===== src/board_config.svh =====
`ifndef BOARD_CONFIG_SVH
`define BOARD_CONFIG_SVH

// Address map of the board bus
`define ROM_BASE 64'h0000_0000_0000_0000
`define RAM_BASE 64'h0000_0000_0000_1000
`define ART_BASE 64'h0000_0000_0000_2000
`define KEY_BASE 64'h0000_0000_0000_2008

// Unified memory depth in 32-bit words (8 KB)
`define MEM_WORDS 2048

// Equal PS/2 clock samples needed before a level is accepted
`define PS2_FILTER_LEN 8

`endif


===== src/board_pkg.sv =====
`default_nettype none

package board_pkg;

    // Data bus word of the core
    typedef logic [63:0] word_t;

    // Bus and fetch address
    typedef logic [63:0] addr_t;

    // One memory location
    typedef logic [31:0] mem_word_t;

    // Raw set-2 scan code
    typedef logic [7:0] scan_code_t;

    // Translated character
    typedef logic [7:0] ascii_t;

    typedef logic [3:0] irq_vector_t;

endpackage

`default_nettype wire


===== src/bus_if.sv =====
`timescale 1ns/10ps
`default_nettype none

interface bus_if;

    board_pkg::addr_t address;
    board_pkg::word_t write_data;
    logic             write_enable;
    logic             read_enable;
    // Registered, valid the cycle after read_enable
    board_pkg::word_t read_data;

    modport initiator (
        output address,
        output write_data,
        output write_enable,
        output read_enable,
        input  read_data
    );

    modport target (
        input  address,
        input  write_data,
        input  write_enable,
        input  read_enable,
        output read_data
    );

endinterface

`default_nettype wire


===== src/mmio_bus_decoder.sv =====
`timescale 1ns/10ps
`default_nettype none

`include "board_config.svh"

module mmio_bus_decoder (
    input  logic              CLOCK_50,
    input  logic              KEY0,
    input  board_pkg::addr_t  bus_address,
    input  board_pkg::word_t  bus_write_data,
    input  logic              bus_write_enable,
    input  logic              bus_read_enable,
    output board_pkg::word_t  bus_read_data,
    input  board_pkg::ascii_t key_ascii,
    bus_if.initiator          mem,
    output board_pkg::ascii_t uart_data,
    output logic              uart_strobe,
    output logic              key_select
);

    typedef enum logic [1:0] {
        SRC_NONE,
        SRC_MEM,
        SRC_KEY
    } read_src_t;

    read_src_t         read_src;
    board_pkg::ascii_t key_data;
    logic              rom_select;
    logic              ram_select;
    logic              mem_select;
    logic              art_select;
    logic              art_write;
    logic              art_write_d;

    // Offset compares, addresses below a base wrap to large values
    assign rom_select = (bus_address - `ROM_BASE) < (`RAM_BASE - `ROM_BASE);
    assign ram_select = (bus_address - `RAM_BASE) < (`ART_BASE - `RAM_BASE);
    assign mem_select = rom_select || ram_select;
    assign art_select = (bus_address == `ART_BASE);
    assign key_select = (bus_address == `KEY_BASE);

    assign mem.address      = bus_address;
    assign mem.write_data   = bus_write_data;
    assign mem.write_enable = bus_write_enable && mem_select;
    assign mem.read_enable  = bus_read_enable && mem_select;

    assign art_write = bus_write_enable && art_select;

    always_ff @(posedge CLOCK_50 or negedge KEY0) begin
        if (!KEY0) begin
            read_src    <= SRC_NONE;
            art_write_d <= 1'b0;
            uart_strobe <= 1'b0;
        end else begin
            if (bus_read_enable) begin
                read_src <= mem_select ? SRC_MEM : (key_select ? SRC_KEY : SRC_NONE);
            end
            art_write_d <= art_write;
            // One strobe per write burst
            uart_strobe <= art_write && !art_write_d;
        end
    end

    always_ff @(posedge CLOCK_50) begin
        if (bus_read_enable && key_select) begin
            key_data <= key_ascii;
        end
        if (art_write && !art_write_d) begin
            uart_data <= bus_write_data[7:0];
        end
    end

    always_comb begin
        case (read_src)
            SRC_MEM: bus_read_data = mem.read_data;
            SRC_KEY: bus_read_data = {56'd0, key_data};
            default: bus_read_data = '0;
        endcase
    end

endmodule

`default_nettype wire


===== src/flat_wrapper.sv =====
// flat-port wrapper written by rule: the top's interface ports become plain ports
module mmio_bus_decoder_flat 
  (CLOCK_50, KEY0, bus_address, bus_write_data, bus_write_enable, bus_read_enable, bus_read_data, key_ascii, uart_data, uart_strobe, key_select, mem_address, mem_write_data, mem_write_enable, mem_read_enable, mem_read_data);
  bus_if mem_i ();
  input  logic CLOCK_50;
  input  logic KEY0;
  input  board_pkg::addr_t bus_address;
  input  board_pkg::word_t bus_write_data;
  input  logic bus_write_enable;
  input  logic bus_read_enable;
  output board_pkg::word_t bus_read_data;
  input  board_pkg::ascii_t key_ascii;
  output board_pkg::ascii_t uart_data;
  output logic uart_strobe;
  output logic key_select;
  output wire logic [$bits(mem_i.address)-1:0] mem_address;
  output wire logic [$bits(mem_i.write_data)-1:0] mem_write_data;
  output wire logic [$bits(mem_i.write_enable)-1:0] mem_write_enable;
  output wire logic [$bits(mem_i.read_enable)-1:0] mem_read_enable;
  input wire logic [$bits(mem_i.read_data)-1:0] mem_read_data;
  assign mem_address = mem_i.address;
  assign mem_write_data = mem_i.write_data;
  assign mem_write_enable = mem_i.write_enable;
  assign mem_read_enable = mem_i.read_enable;
  assign mem_i.read_data = mem_read_data;
  mmio_bus_decoder u_core (.CLOCK_50(CLOCK_50), .KEY0(KEY0), .bus_address(bus_address), .bus_write_data(bus_write_data), .bus_write_enable(bus_write_enable), .bus_read_enable(bus_read_enable), .bus_read_data(bus_read_data), .key_ascii(key_ascii), .mem(mem_i), .uart_data(uart_data), .uart_strobe(uart_strobe), .key_select(key_select));
endmodule

===== config.mk =====
export PLATFORM = sky130hd
export DESIGN_NAME = mmio_bus_decoder_flat
export DESIGN_NICKNAME = d
export VERILOG_FILES = /design/src/board_pkg.sv /design/src/bus_if.sv /design/src/mmio_bus_decoder.sv /design/src/flat_wrapper.sv
export VERILOG_INCLUDE_DIRS = /design/src /design/src/src
export SDC_FILE = /design/constraint.sdc
export NUM_CORES = 1
export LEC_CHECK = 0
export ABC_AREA = 1
export ABC_CLOCK_PERIOD_IN_PS = 1900
export BUFFER_PORTS_ARGS = -buffer_cell sky130_fd_sc_hd__buf_2
export CELL_PAD_IN_SITES_DETAIL_PLACEMENT = 2
export CELL_PAD_IN_SITES_GLOBAL_PLACEMENT = 2
export CORE_ASPECT_RATIO = 1.5
export CORE_UTILIZATION = 13
export DETAILED_ROUTE_END_ITERATION = 10
export PLACE_DENSITY_LB_ADDON = 0.1
export RECOVER_POWER = 50
export REMOVE_ABC_BUFFERS = 1
export SLEW_MARGIN = 40
export SYNTH_ARGS = -nofsm -noshare
export SYNTH_HDL_FRONTEND = slang
export SYNTH_SLANG_ARGS = --single-unit
export TNS_END_PERCENT = 10

===== constraint.sdc =====
create_clock -name CLOCK_50 -period 1.9 [get_ports CLOCK_50]
set_input_delay 0.38 -clock CLOCK_50 [delete_from_list [all_inputs] [get_ports CLOCK_50]]
set_output_delay 0.38 -clock CLOCK_50 [all_outputs]
set_load 0.01 [all_outputs]

==> impl_metrics.tcl <==
set metrics [dict create \
    crit_required_ps 1520 \
    grt_pass1_wl_um 31300 \
    core_area_um2 26500 \
    synth_flop_cell "edfxtp_1" \
    min_period_ps 2610 \
    wire_per_inst_um 18.9 \
    p_sw_w 0.000474 \
    start_util_pct 13.2 \
    hold_class "input pin to flip-flop" \
    fin_ws_ps -710 \
    path_class "input pin to primary output" \
    drive_gt1_share_pct 50.9 \
    final_cell_mix "254 x buf_2, 148 x nand2_1, 94 x buf_4" \
    ir_drop_v 0.000237 \
    dpl_cell_area_um2 5100 \
    final_common_cell "buf_2" \
    status "finished with violations" \
    synth_cells 600 \
    fin_crit_sh_pct 137 \
    detail-route-antenna-nets 0 \
    ys_warn_count 0 \
    slew_violations 0 \
    synth_area_um2 3500 \
    syn_avg_cell_area_um2 5.83 \
    die_width_um 136 \
    viasPerCell 3.92 \
    synth_top_area_share_pct 27.5 \
    synth-async-reset-ratio_pct 20.0 \
    slowest_stage "nor2_1" \
    clock-sinks 20 \
    critPathTopFamily "simple AND/OR/NAND/NOR gates" \
    endpoint_kind "primary output" \
    root_buffer "clkbuf_16" \
    path_cells "buf_2 > nor2_1 > nand2_1 > nor2_2 > nand2_1 > o21ai_2 > o211ai_1 > nor2_1 > nand2_1 > nor2_1 > nand3_2 > nand2_4 > inv_4 > nor2_4 > buf_6" \
    placementRows 73 \
    start_kind "input pin" \
    clkLatencyLatePin_ps 250 \
    crit_path_max_fanout 2 \
    comb_power_share_pct 40.3 \
    cts.reportedPaths.clkPinSlew_ps 60 \
    power_frac_seq_pct 30.8 \
    yosys.area.top_type "buf_4" \
    arrival_ps 2230 \
    failed_checks "setup timing" \
    finalWirelength_um 22700 \
    internal_power_w 0.00106 \
    fin_skew_ps 1.31 \
    rsz0062_at_grt "yes" \
    die_area_um2 27600 \
    drt-pass1-iter-count 4 \
    vias 4710 \
    antenna_found_initial 2 \
    drt_iter0_markers 98 \
    gp_congestion 0.797 \
    nets 1072 \
    slew_headroom_pct 81.4 \
    max_freq_mhz 383 \
    worst_path_largest_cell_delay_ps 210 \
    grt_max_degree 53 \
    overflow 0 \
    final_cell_area_um2 5570 \
    htree_levels 1 \
    synth_edf_count 16 \
    cp.buffers_inverters 3 \
    drcViolationCount 0 \
    yosys-top-cells-area "buf_4 27%, nand2_1 17%, edfxtp_1 14%" \
    seq_area_frac_synth_pct 16.6 \
    dp.final_hpwl_um 20700 \
    pin_count 408 \
    power_density_nw_per_um2 276 \
    worst_pin_slew_ps 278 \
    fillers 3311 \
    area_growth_syn_to_layout_pct 59.2 \
    maxCapViolCount 0 \
    cts_made_buffers 3 \
    synth_cell_types 28 \
    setup_tns_ps -3040 \
    switching_share_pct 30.9 \
    clock_path_buffers 2 \
    p_leak_nw 3.20 \
    die_height_um 203 \
    setup_violations 21 \
    p_clk_share_pct 28.8 \
    synth_seq_cells 20 \
    cts_tree "done" \
    hold_violations 0 \
    portBuffers 295 \
    grt_pass1_vias 5108 \
    gr-usage-all-layers_pct 15.6 \
]
power by group through the flow:
stage	combinational (W)	sequential, W	clock [W]
after global routing	0.000681	0.000473	0.000480
after floorplan	0.000101	0.000483	0
final	0.000619	0.000473	0.000443
after detailed placement	0.000599	0.000482	0
after global placement	0.000590	0.000482	0
after CTS	0.000634	0.000473	0.000457
stage by stage:
stage	setup WS (ps)	hold slack (ps)	util (%)	total power, W	instances
finish	-710	301	21.0	0.00154	1203
global route	-901	294	21.0	0.00163	1202
CTS	-793	297	20.7	0.00156	1198
detailed placement	-1020	197	19.3	0.00108	1186
global placement	-1060	193	19.3	0.00107	1186
floorplan	-423	84.4	-	0.000583	463
layout make-up:
cell class                 instances  area (um^2)  area share [%]
inverter                          99          377            6.76
antenna                            1         2.50          0.0449
sequential                        20          581            10.4
timing repair buffer             398         2300            41.3
multi-input combinational        344         1810            32.5
clock buffer                       4         78.8            1.41
tap                              337          422            7.57
cells by family (layout without fill, tap and decap cells):
family,count (synthesis),count (layout),synth area share (%)
buffers and inverters,236,501,39.0
adders and majority gates,2,2,0.715
and+or+nand+nor,323,323,40.7
AOI/OAI and AO/OA,19,19,2.93
other,0,1,0
DFF,20,20,16.6
metal layers:
layer  track usage [%]  routed length (um)  up-vias
li1                  -                   -     2206
met1              14.9                7700     2153
met2              28.5               11300      331
met3              9.29                3360       14
met4              1.75                 166        6
met5              5.93                 172        -
worst paths after layout:
kind                                                startpoint                        endpoint  slack, ps  depth (start not counted)
worst max-delay path                           bus_address[30]                mem_write_enable       -710                         15
worst min-delay path                              key_ascii[2]    u_core.key_data[2]$_DFFE_PP_        300                          1
worst max register to register    u_core.art_write_d$_DFF_PN0_   u_core.uart_data[2]$_DFFE_PP_        860                          2
worst min register to register  u_core.read_src[1]$_DFFE_PN0P_  u_core.read_src[1]$_DFFE_PN0P_        580                          2
max in group asynchronous                                 KEY0  u_core.read_src[1]$_DFFE_PN0P_       1200                          2
min in group asynchronous                                 KEY0  u_core.read_src[0]$_DFFE_PN0P_        510                          2
sequential cells by signal, indices dropped and copies added, names as in the netlist:
signal              flops
u_core.art_write_d      1
u_core.key_data         8
u_core.read_src         2
u_core.uart_data        8
u_core.uart_strobe      1
cell usage after synthesis (6+ instances only):
cell type and number:
edfxtp_1 16, clkbuf_1 9, o21ai_1 7, nor2_1 87, inv_1 96, nand3_1 29
a21oi_1 8, buf_4 128, nor2_4 6, nor2_2 8, nand3b_1 13, nand2_1 159
repair_timing:
| item | CTS | global route |
|---|---|---|
| hold buffers | 1 | 0 |
| gates resized for setup | 64 | 27 |
| pin swaps | 22 | 17 |
| cloned | 0 | 0 |
| hold endpoints to repair | 4 | 0 |
| setup endpoints to repair | 32 | 73 |
| setup buffers | 7 | 4 |
Note: power is estimated with default switching activity, not from simulation.
