### src/board_config.svh
`ifndef BOARD_CONFIG_SVH
`define BOARD_CONFIG_SVH

// Address map of the board bus
`define ROM_BASE 64'h0000_0000_0000_0000
`define RAM_BASE 64'h0000_0000_0000_1000
`define ART_BASE 64'h0000_0000_0000_2000
`define KEY_BASE 64'h0000_0000_0000_2008

// Unified memory depth in 32-bit words (8 KB)
`define MEM_WORDS 2048

// Equal PS/2 clock samples needed before a level is accepted
`define PS2_FILTER_LEN 8

`endif

### src/board_pkg.sv
`default_nettype none

package board_pkg;

    // Data bus word of the core
    typedef logic [63:0] word_t;

    // Bus and fetch address
    typedef logic [63:0] addr_t;

    // One memory location
    typedef logic [31:0] mem_word_t;

    // Raw set-2 scan code
    typedef logic [7:0] scan_code_t;

    // Translated character
    typedef logic [7:0] ascii_t;

    typedef logic [3:0] irq_vector_t;

endpackage

`default_nettype wire

### src/ps2_keyboard_decoder.sv
`timescale 1ns/10ps
`default_nettype none

`include "board_config.svh"

module ps2_keyboard_decoder (
    input  logic                  CLOCK_50,
    input  logic                  KEY0,
    input  logic                  ps2_clk,
    input  logic                  ps2_data,
    output board_pkg::scan_code_t scan_code,
    output board_pkg::ascii_t     ascii_code,
    output logic                  key_pressed,
    output logic                  key_released
);

    localparam board_pkg::scan_code_t BREAK_PREFIX = 8'hF0;
    localparam logic [3:0]            LAST_BIT     = 4'd10;

    logic [1:0]                  clk_sync;
    logic [1:0]                  data_sync;
    logic [`PS2_FILTER_LEN-1:0]  clk_history;
    logic                        clk_filtered;
    logic                        clk_filtered_d;
    logic                        clk_fall;
    logic                        data_bit;
    logic [3:0]                  bit_count;
    logic [9:0]                  shift_reg;
    logic [10:0]                 frame;
    logic                        frame_ok;
    logic                        break_pending;
    board_pkg::scan_code_t       rx_byte;

    // Set-2 make codes to lower case ASCII
    function automatic board_pkg::ascii_t to_ascii(input board_pkg::scan_code_t code);
        case (code)
            8'h1C: to_ascii = "a";
            8'h32: to_ascii = "b";
            8'h21: to_ascii = "c";
            8'h23: to_ascii = "d";
            8'h24: to_ascii = "e";
            8'h2B: to_ascii = "f";
            8'h34: to_ascii = "g";
            8'h33: to_ascii = "h";
            8'h43: to_ascii = "i";
            8'h3B: to_ascii = "j";
            8'h42: to_ascii = "k";
            8'h4B: to_ascii = "l";
            8'h3A: to_ascii = "m";
            8'h31: to_ascii = "n";
            8'h44: to_ascii = "o";
            8'h4D: to_ascii = "p";
            8'h15: to_ascii = "q";
            8'h2D: to_ascii = "r";
            8'h1B: to_ascii = "s";
            8'h2C: to_ascii = "t";
            8'h3C: to_ascii = "u";
            8'h2A: to_ascii = "v";
            8'h1D: to_ascii = "w";
            8'h22: to_ascii = "x";
            8'h35: to_ascii = "y";
            8'h1A: to_ascii = "z";
            8'h45: to_ascii = "0";
            8'h16: to_ascii = "1";
            8'h1E: to_ascii = "2";
            8'h26: to_ascii = "3";
            8'h25: to_ascii = "4";
            8'h2E: to_ascii = "5";
            8'h36: to_ascii = "6";
            8'h3D: to_ascii = "7";
            8'h3E: to_ascii = "8";
            8'h46: to_ascii = "9";
            8'h29: to_ascii = " ";
            8'h5A: to_ascii = 8'h0D;
            default: to_ascii = 8'h00;
        endcase
    endfunction

    // Synchronizers and clock glitch filter, both lines idle high
    always_ff @(posedge CLOCK_50 or negedge KEY0) begin
        if (!KEY0) begin
            clk_sync       <= 2'b11;
            data_sync      <= 2'b11;
            clk_history    <= '1;
            clk_filtered   <= 1'b1;
            clk_filtered_d <= 1'b1;
        end else begin
            clk_sync    <= {clk_sync[0], ps2_clk};
            data_sync   <= {data_sync[0], ps2_data};
            clk_history <= {clk_history[`PS2_FILTER_LEN-2:0], clk_sync[1]};
            if (&clk_history) begin
                clk_filtered <= 1'b1;
            end else if (~|clk_history) begin
                clk_filtered <= 1'b0;
            end
            clk_filtered_d <= clk_filtered;
        end
    end

    assign clk_fall = clk_filtered_d & ~clk_filtered;
    assign data_bit = data_sync[1];

    // Bit 0 is the start bit, bit 9 parity, bit 10 stop
    assign frame    = {data_bit, shift_reg};
    assign rx_byte  = frame[8:1];
    assign frame_ok = clk_fall && (bit_count == LAST_BIT) && !frame[0] && frame[10]
                      && (^frame[9:1]);

    always_ff @(posedge CLOCK_50 or negedge KEY0) begin
        if (!KEY0) begin
            bit_count     <= '0;
            break_pending <= 1'b0;
            key_pressed   <= 1'b0;
            key_released  <= 1'b0;
        end else begin
            key_pressed  <= 1'b0;
            key_released <= 1'b0;
            if (clk_fall) begin
                // Wait for a low start bit before counting
                if (bit_count == 4'd0) begin
                    if (!data_bit) begin
                        bit_count <= 4'd1;
                    end
                end else if (bit_count == LAST_BIT) begin
                    bit_count <= 4'd0;
                end else begin
                    bit_count <= bit_count + 4'd1;
                end
            end
            if (frame_ok) begin
                if (rx_byte == BREAK_PREFIX) begin
                    break_pending <= 1'b1;
                end else begin
                    break_pending <= 1'b0;
                    key_released  <= break_pending;
                    key_pressed   <= !break_pending;
                end
            end
        end
    end

    always_ff @(posedge CLOCK_50) begin
        if (clk_fall) begin
            shift_reg <= {data_bit, shift_reg[9:1]};
        end
        if (frame_ok && rx_byte != BREAK_PREFIX) begin
            scan_code  <= rx_byte;
            ascii_code <= to_ascii(rx_byte);
        end
    end

endmodule

`default_nettype wire

### config.mk
export PLATFORM = sky130hd
export DESIGN_NAME = ps2_keyboard_decoder
export DESIGN_NICKNAME = d
export VERILOG_FILES = /design/src/board_pkg.sv /design/src/ps2_keyboard_decoder.sv
export VERILOG_INCLUDE_DIRS = /design/src /design/src/src
export SDC_FILE = /design/constraint.sdc
export NUM_CORES = 1
export LEC_CHECK = 0
export BUFFER_PORTS_ARGS = -buffer_cell sky130_fd_sc_hd__buf_2
export CAP_MARGIN = 20
export CORE_UTILIZATION = 50
export DETAILED_ROUTE_END_ITERATION = 6
export GPL_ROUTABILITY_DRIVEN = 0
export PLACE_DENSITY_LB_ADDON = 0.3
export REMOVE_ABC_BUFFERS = 1
export SETUP_SLACK_MARGIN = 0.02
export SKIP_LAST_GASP = 1
export SYNTH_ARGS = -nofsm -noshare
export SYNTH_HDL_FRONTEND = slang
export SYNTH_SLANG_ARGS = --single-unit
### constraint.sdc
create_clock -name CLOCK_50 -period 6.15 [get_ports CLOCK_50]
set_clock_uncertainty 0.05 [all_clocks]
set_input_delay 0.615 -clock CLOCK_50 [delete_from_list [all_inputs] [get_ports CLOCK_50]]
set_output_delay 0.615 -clock CLOCK_50 [all_outputs]
set_load 0.01 [all_outputs]
==> results of run 1 <==
stage by stage:
stage,cells,utilization
5_1_grt,310,0.5673
3_3_place_gp,302,0.5485
6_report,310,0.5673
2_1_floorplan,214,-
4_1_cts,310,0.5673
3_5_place_dp,302,0.5485
layout by cell type (no fill, tap or decap), types with 2 or more instances in the layout:
| cell | Yosys | final |
|---|---|---|
| inv_1 | 10 | 10 |
| a211oi_1 | 4 | 4 |
| dfrtp_1 | 7 | 7 |
| buf_2 | 4 | 20 |
| edfxtp_1 | 25 | 25 |
| a311oi_1 | 2 | 2 |
| o21ai_1 | 2 | 2 |
| xnor2_1 | 2 | 2 |
| and3_1 | 2 | 2 |
| a21oi_1 | 12 | 12 |
| inv_4 | 0 | 2 |
| and2b_1 | 2 | 2 |
| nand2_1 | 17 | 17 |
| dfstp_2 | 14 | 14 |
| nand3_1 | 3 | 3 |
| nor2b_1 | 6 | 6 |
| clkbuf_8 | 0 | 5 |
| o31ai_1 | 4 | 4 |
| nand2b_1 | 7 | 7 |
| o41ai_1 | 2 | 2 |
| nand4_1 | 3 | 3 |
| o2111ai_1 | 3 | 3 |
| a21o_1 | 2 | 2 |
| a22oi_1 | 2 | 2 |
| ha_1 | 15 | 15 |
| and2_1 | 2 | 2 |
| o21ai_0 | 12 | 12 |
| a32o_1 | 2 | 2 |
| nor3_1 | 5 | 5 |
| a221oi_1 | 3 | 3 |
| nor2_1 | 15 | 15 |
| mux2i_1 | 5 | 5 |
where the power goes:
group | total, uW | internal, uW | switching, uW | leakage [uW]
sequential | 349 | 337 | 12.1 | 0.000468
clock | 193 | 82.0 | 111 | 0.0000494
combinational | 36.8 | 15.0 | 21.8 | 0.000566
total | 579 | 434 | 145 | 0.00108
layer usage:
metal | vias up | track usage | routed length (um)
li1 | 873 | - | -
met1 | 833 | 0.3240 | 2346
met2 | 76 | 0.2856 | 2137
met3 | 6 | 0.04834 | 338
met4 | 0 | 0.07625 | 73
met5 | - | 0 | 0
cell usage after synthesis (4+ instances only):
| library cell | number | area (sq um) |
|---|---|---|
| a211oi_1 | 4 | 30.03 |
| a21oi_1 | 12 | 60.06 |
| buf_2 | 4 | 20.02 |
| dfrtp_1 | 7 | 175.2 |
| dfstp_2 | 14 | 367.9 |
| edfxtp_1 | 25 | 750.7 |
| ha_1 | 15 | 187.7 |
| inv_1 | 10 | 37.54 |
| mux2i_1 | 5 | 50.05 |
| nand2_1 | 17 | 63.81 |
| nand2b_1 | 7 | 43.79 |
| nor2_1 | 15 | 56.30 |
| nor2b_1 | 6 | 37.54 |
| nor3_1 | 5 | 25.02 |
| o21ai_0 | 12 | 60.06 |
| o31ai_1 | 4 | 30.03 |
layout make-up:
class	count	area share
Timing Repair Buffer	21	0.03963
Clock buffer	5	0.02535
Multi-Input combinational cell	158	0.4060
Clock inverter	3	0.007834
Tap cell	67	0.03088
Sequential cell	46	0.4765
Inverter	10	0.01382
cells by family after synthesis:
logic type                 after synthesis  share of synthesized area
DFF                                     46                     0.5147
xor gates and xnor gates                 3                    0.01593
buffers and inverters                   23                    0.04679
adders and majority gates               15                    0.07466
AOI/OAI and AO/OA                       62                     0.1762
other                                    1                   0.001492
and+or+nand+nor                         72                     0.1503
muxes                                    5                    0.01991
worst paths after layout:
kind	start	end	slack, ns	cells after the start
max in group asynchronous	KEY0	clk_sync[0]$_DFF_PN1_	5.54	1
worst min register to register	clk_sync[0]$_DFF_PN1_	clk_sync[1]$_DFF_PN1_	0.31	0
worst min-delay path	KEY0	bit_count[3]$_DFFE_PN0P_	0.18	1
worst max register to register	shift_reg[4]$_DFFE_PN_	scan_code[6]$_DFFE_PP_	3.06	6
worst max-delay path	shift_reg[4]$_DFFE_PN_	scan_code[6]$_DFFE_PP_	3.06	6
min in group CLOCK_50	clk_sync[0]$_DFF_PN1_	clk_sync[1]$_DFF_PN1_	0.31	0
critical path, stage by stage (launching register included):
cell	delay (ns)
edfxtp_1	0.96
inv_1	0.33
ha_1	0.38
xnor2_1	0.17
xnor2_1	0.12
nor2_1	0.12
and2_1	0.57
==> metrics.md, run 1 <==
| Metric | Value |
|---|---|
| Ant diodes | 0 |
| I/O Pins | 22 |
| Synth cell types | 58 |
| Buffers on Ports | 20 |
| GRT overflow | 0 |
| Post-cts sizing count | 0 |
| Finished Cell Area | 0.002715 sq mm |
| Leakage | 0.001084 uW |
| Fillers | 405 |
| Min Tclk post-route | 3.088 ns |
| # DRC | 0 |
| F_max | 0.3239 GHz |
| Worst slack, placed | 3.094 ns |
| Peak supply drop | 0.0002668 V |
| Core area | 0.004786 sq mm |
| EDFF count, synth | 25 |
| Die Wd | 72.91 um |
| Average wire per standard cell | 15.79 um |
| Worst slew pin tran | 1.037 ns |
| Multi-input logic area | 0.001102 sq mm |
| Critical Path Sink Type | register |
| DP Wirelength | 3297 um |
| Max-Cap Viols | 0 |
| H-tree depth | 2 |
| Worst Path Required | 6.05 ns |
| CTS Buf Count | 5 |
| Outcome | complete, no violations |
| Initial antenna violation count | 0 |
| Vias | 1,788 |
| Site row count | 25 |
| Final TNS setup | 0 ns |
| Clock Latency Late Sink | 0.31 ns |
| Iter 0 DRT Violations | 222 |
| Setup ws final | 3.062 ns |
| CTS tree | built |
| Yosys warnings | 0 |
| Kind of critical path | reg2reg |
| Yosys reg bits | 46 |
| Largest net degree at the start of global routing | 35 |
| Post-DRT Antenna Nets | 0 |
| Async S/R FF share, synth | 0.4565 |
| Avg Inst Size Synth | 11.07 sq um |
| DR vias/cell | 5.768 |
| Detailed Routing Iterations Pass 1 | 4 |
| Final nets | 261 |
| DP Area | 0.002625 sq mm |
| Pins Over Slew Limit | 0 |
| Cts hold-fix bufs | 0 |
| Number of global-route vias before repair | 1,596 |
| Sequential share of the synthesized area | 0.5147 |
| Initial Util | 0.5252 |
| Hold Vio Cnt, Final | 0 |
| Routed wire length | 4896 um |
| Fin crit share | 0.5021 |
| Setup bufs post-CTS | 0 |
| Worst-path clk slew | 0.10 ns |
| Main synth FF type | edfxtp_1 |
| Max reg flops | 10 |
| Design Power | 578.7 uW |
| Share of layout cells above drive strength 1 | 0.2016 |
| HP Class | in2async |
| DIE AREA | 0.005315 sq mm |
| Global-route wire length before repair | 8245 um |
| DIE HEIGHT | 72.91 um |
| Max_slew headroom | 0.3089 |
| Gr usage total | 0.2100 |
| Cells after Synth | 227 |
| Clk sinks | 46 |
| Startpoint types | register |
| Root Driver | clkbuf_8 |
| Clk buf depth | 2 |
| Hold slack | 0.1810 ns |
| Netlist Area Pre-Place | 0.002514 sq mm |
| Area growth syn-to-layout | 8.014% |
| Final setup vio count | 0 |
| CP max FO | 34 |
| Pwr Density | 213.1 mW/mm^2 |
| Critical Path AT | 2.98 ns |
| Register Area | 0.001294 sq mm |
| RSZ-0062 raised after global routing | no |
No activity file was read; power rests on OpenSTA's default activity.
==> run 2: changes to the inputs <==
clock period = 2.5 ns   (was 6.15 ns; I/O delays follow)
==> metrics.md, run 2 (synthesized netlist as in run 1, its figures left out) <==
| Metric | Value |
|---|---|
| HP Class | reg2reg |
| Post-cts sizing count | 0 |
| Worst-path clk slew | 0.09 ns |
| F_max | 0.4460 GHz |
| Min Tclk post-route | 2.242 ns |
| Ant diodes | 0 |
| Non-filler cells, final | 323 |
| Routed length on met2 | 2161 um |
| Leakage | 0.001146 uW |
| DRT met1 WL | 2433 um |
| Pins Over Slew Limit | 0 |
| DIE AREA | 0.005315 sq mm |
| Hold slack | 0.3100 ns |
| RR Endpoint | ascii_code[4]$_SDFFCE_PP0P_ |
| Crit path buf inv count | 2 |
| Max reg flops | 10 |
| Met3 wire len | 315 um |
| Global-route wire length before repair | 8169 um |
| Cts hold-fix bufs | 3 |
| Hold Crit Depth | 0 |
| Highest metal used | met4 |
| CP max FO | 16 |
| Peak supply drop | 0.0004811 V |
| Routed wire length | 4940 um |
| Number of global-route vias before repair | 1,618 |
| Util after Layout | 0.5903 |
| Max incr delay on CP | 0.39 ns |
| Finished Cell Area | 0.002825 sq mm |
| DP Wirelength | 3350 um |
| HP Start | data_sync[0]$_DFF_PN1_ |
| RSZ-0062 raised after global routing | no |
| DIE HEIGHT | 72.91 um |
| Kind of critical path | reg2reg |
| Site row count | 25 |
| CTS Buf Count | 5 |
| I/O Pins | 22 |
| Design Power | 1421 uW |
| Worst Path Required | 2.45 ns |
| Final nets | 274 |
| Most common cell after layout, fill and taps aside | edfxtp_1 |
| Pwr Density | 503.0 mW/mm^2 |
| Initial Util | 0.5252 |
| Average wire per standard cell | 15.29 um |
| Startpoint types | register |
| RR Startpoint | shift_reg[1]$_DFFE_PN_ |
| Clk sinks | 46 |
| Hold Vio Cnt, Final | 0 |
| Post-DRT Antenna Nets | 0 |
| H-tree depth | 2 |
| Final setup vio count | 0 |
| Buffers on Ports | 20 |
| Setup bufs post-CTS | 0 |
| Critical-path top delay cell | edfxtp_1 |
| R2R depth | 7 |
| Max-Cap Viols | 0 |
| Number of instances in the placed design | 312 |
| Area growth syn-to-layout | 12.39% |
| Share of layout cells above drive strength 1 | 0.2305 |
| Outcome | complete, no violations |
| Detailed Routing Iterations Pass 1 | 4 |
| Fin crit share | 0.8969 |
| GRT overflow | 0 |
| Initial antenna violation count | 0 |
| Critical Path AT | 2.19 ns |
| Clock Latency Late Sink | 0.30 ns |
| Vias | 1,839 |
| Root Driver | clkbuf_8 |
| Critical Path Sink Type | register |
| # DRC | 0 |
| Clk buf depth | 2 |
| Worst reg2reg setup slack | 0.26 ns |
| Hold EP | data_sync[1]$_DFF_PN1_ |
| DR vias/cell | 5.693 |
| Crit path max-delay family | XOR/XNOR gates |
| Core area | 0.004786 sq mm |
| Most frequent cells in the layout | 25 x edfxtp_1, 20 x buf_2, 17 x nand2_1, 15 x nor2_1, 15 x ha_1 |
| DP Area | 0.002700 sq mm |
| Crit-path cells | inv_1 > ha_1 > xnor3_1 > xnor2_1 > nor2_1 > and2_1 > buf_4 |
| Die Wd | 72.91 um |
| Largest net degree at the start of global routing | 34 |
| Gr usage total | 0.2031 |
| Iter 0 DRT Violations | 208 |
| CTS tree | built |
[run 2: cell count changes in the layout (fill, tap and decap cells not counted)]
cell,before,now
dlygate4sd3_1,0,3
inv_4,2,1
inv_8,0,1
buf_4,1,11
[run 2: worst max path at each step]
| stage | startpoint | to | depth (start not counted) |
|---|---|---|---|
| after CTS | shift_reg[1]$_DFFE_PN_ | ascii_code[2]$_SDFFCE_PP0P_ | 7 |
| final | shift_reg[1]$_DFFE_PN_ | ascii_code[4]$_SDFFCE_PP0P_ | 7 |
| after global placement | shift_reg[1]$_DFFE_PN_ | ascii_code[4]$_SDFFCE_PP0P_ | 7 |
| after global routing | shift_reg[1]$_DFFE_PN_ | ascii_code[5]$_SDFFCE_PP0P_ | 7 |
| after floorplan | shift_reg[4]$_DFFE_PN_ | ascii_code[0]$_SDFFCE_PP0P_ | 6 |
| after detailed placement | shift_reg[1]$_DFFE_PN_ | ascii_code[0]$_SDFFCE_PP0P_ | 7 |
[run 2: worst register-to-register path, stage by stage (launching register included)]
cell and delay (ns):
edfxtp_1 0.39, inv_1 0.19, ha_1 0.30, xnor3_1 0.39, xnor2_1 0.16, nor2_1 0.12
and2_1 0.13, buf_4 0.22
[run 2: where the power goes]
| group | internal (uW) | switching (uW) | leakage [uW] |
|---|---|---|---|
| combinational | 40.3 | 55.7 | 0.000628 |
| sequential | 829 | 26.5 | 0.000468 |
| clock | 208 | 262 | 0.0000510 |
[run 2: layout make-up]
type / count / area, sq um
multi-input combinational: 158 / 1102
sequential: 46 / 1294
fill: 396 / 1961
inverter: 10 / 37.54
clock buffer: 5 / 68.82
timing repair buffer: 34 / 212.7
clock inverter: 3 / 26.28
tap: 67 / 83.83
[run 2: layer usage]
layer,vias up,global-route usage
met4,0,0.04139
met5,-,0
met3,2,0.05387
met2,69,0.2928
met1,873,0.3078
li1,895,-
[run 2: metrics by stage]
step,setup TNS (ns),worst slack (ns)
global route,0,0.05440
floorplan,-1.342,-0.08947
detailed placement,0,0.2932
global placement,0,0.3436
finish,0,0.2578
CTS,0,0.2611
==> run 3: changes to the inputs <==
BUFFER_PORTS_ARGS = unset   (was -buffer_cell sky130_fd_sc_hd__buf_2)
DONT_BUFFER_PORTS = 1   (was unset)
==> metrics.md, run 3 (synthesized netlist as in run 1, its figures left out) <==
| Metric | Value |
|---|---|
| DIE AREA | 0.005315 sq mm |
| DP Wirelength | 3173 um |
| Ant diodes | 0 |
| I/O Pins | 22 |
| Hold slack | 0.3074 ns |
| H-tree depth | 2 |
| Kind of critical path | reg2reg |
| RR Startpoint | shift_reg[1]$_DFFE_PN_ |
| Critical Path AT | 2.19 ns |
| CTS Buf Count | 5 |
| Worst reg2reg setup slack | 0.25 ns |
| Initial Util | 0.5252 |
| Clk sinks | 46 |
| Post-DRT Antenna Nets | 0 |
| DP Area | 0.002600 sq mm |
| F_max | 0.4444 GHz |
| Post-cts sizing count | 0 |
| DR vias/cell | 5.772 |
| Initial antenna violation count | 0 |
| Area growth syn-to-layout | 8.910% |
| DIE HEIGHT | 72.91 um |
| Pwr Density | 531.4 mW/mm^2 |
| Fin crit share | 0.9000 |
| Largest net degree at the start of global routing | 34 |
| Pins Over Slew Limit | 0 |
| CP max FO | 16 |
| Root Driver | clkbuf_8 |
| Detailed Routing Iterations Pass 1 | 4 |
| Number of global-route vias before repair | 1,565 |
| Critical Path Start | shift_reg[1]$_DFFE_PN_ |
| Worst Path Required | 2.44 ns |
| Min Tclk post-route | 2.250 ns |
| Buffers on Ports | 0 |
| Most common cell after layout, fill and taps aside | edfxtp_1 |
| Max reg flops | 10 |
| Share of layout cells above drive strength 1 | 0.1653 |
| Outcome | complete, no violations |
| Routed wire length | 4791 um |
| Clk buf depth | 2 |
| Max_slew headroom | 0.4118 |
| Final nets | 254 |
| Iter 0 DRT Violations | 238 |
| Startpoint types | register |
| Site row count | 25 |
| HP Class | reg2reg |
| # DRC | 0 |
| CTS tree | built |
| Max-Cap Viols | 0 |
| RSZ-0062 raised after global routing | no |
| Setup bufs post-CTS | 0 |
| Most frequent cells in the layout | 25 x edfxtp_1, 17 x nand2_1, 15 x nor2_1, 15 x ha_1, 14 x dfstp_2 |
| Worst slew pin tran | 0.8794 ns |
| Critical Path Sink Type | register |
| GRT overflow | 0 |
| Finished Cell Area | 0.002738 sq mm |
| Final setup vio count | 0 |
| Die Wd | 72.91 um |
| Global-route wire length before repair | 7941 um |
| Clock Latency Late Sink | 0.29 ns |
| HP Start | clk_sync[0]$_DFF_PN1_ |
| Core area | 0.004786 sq mm |
| Leakage | 0.001070 uW |
| Vias | 1,749 |
| Hold Vio Cnt, Final | 0 |
| Worst-path clk slew | 0.08 ns |
| Final TNS setup | 0 ns |
| Gr usage total | 0.1982 |
| Peak supply drop | 0.0004396 V |
| Average wire per standard cell | 15.81 um |
run 3: critical path, stage by stage, from the launching register on:
cell      delay, ns
edfxtp_1       0.40
inv_1          0.18
ha_1           0.29
xnor3_1        0.38
xnor2_1        0.17
nor2_1         0.13
and2_1         0.13
buf_4          0.22
run 3: layout make-up:
type	count	area (sq um)
well taps	67	83.83
multi-input cells	158	1102
fillers	403	2048
inverters	10	37.54
flip-flops and latches	46	1294
repair buffers	14	112.6
clock buffers	6	93.84
clock inverters	2	13.76
run 3: final timing paths:
path	cells after the start	to
min reg2reg	0	clk_sync[1]$_DFF_PN1_
min	0	clk_sync[1]$_DFF_PN1_
max in group asynchronous	1	bit_count[3]$_DFFE_PN0P_
min in group asynchronous	1	break_pending$_DFFE_PN0P_
max	7	scan_code[4]$_DFFE_PP_
max reg2reg	7	scan_code[4]$_DFFE_PP_
run 3: where the power goes:
group	total [uW]	leakage, uW	internal [uW]	switching, uW
Combinational	91.7	0.000546	38.3	53.4
Clock	508	0.0000567	259	249
Sequential	855	0.000468	829	26.3
Total	1450	0.00107	1130	328
run 3: stage by stage:
| step | setup WS, ns | utilization | std cells | power [uW] |
|---|---|---|---|---|
| final | 0.2499 | 0.5720 | 303 | 1455 |
| after detailed placement | 0.2906 | 0.5433 | 292 | 954.2 |
| after global placement | 0.3324 | 0.5433 | 292 | 948.1 |
| after CTS | 0.2449 | 0.5720 | 303 | 1469 |
| after floorplan | -0.08947 | - | 214 | 930.3 |
| after global routing | 0.06589 | 0.5720 | 303 | 1514 |
run 3: routing by layer:
layer	wire (um)	GRT usage
met3	300	0.05110
met4	51	0.04575
met5	0	0
met2	2074	0.2835
met1	2365	0.3004
run 3: what timing repair did:
item                                    4_1_cts  5_1_grt
endpoints found under the setup margin        0        0
hold buffers                                  3        0
hold endpoints to repair                     23        0
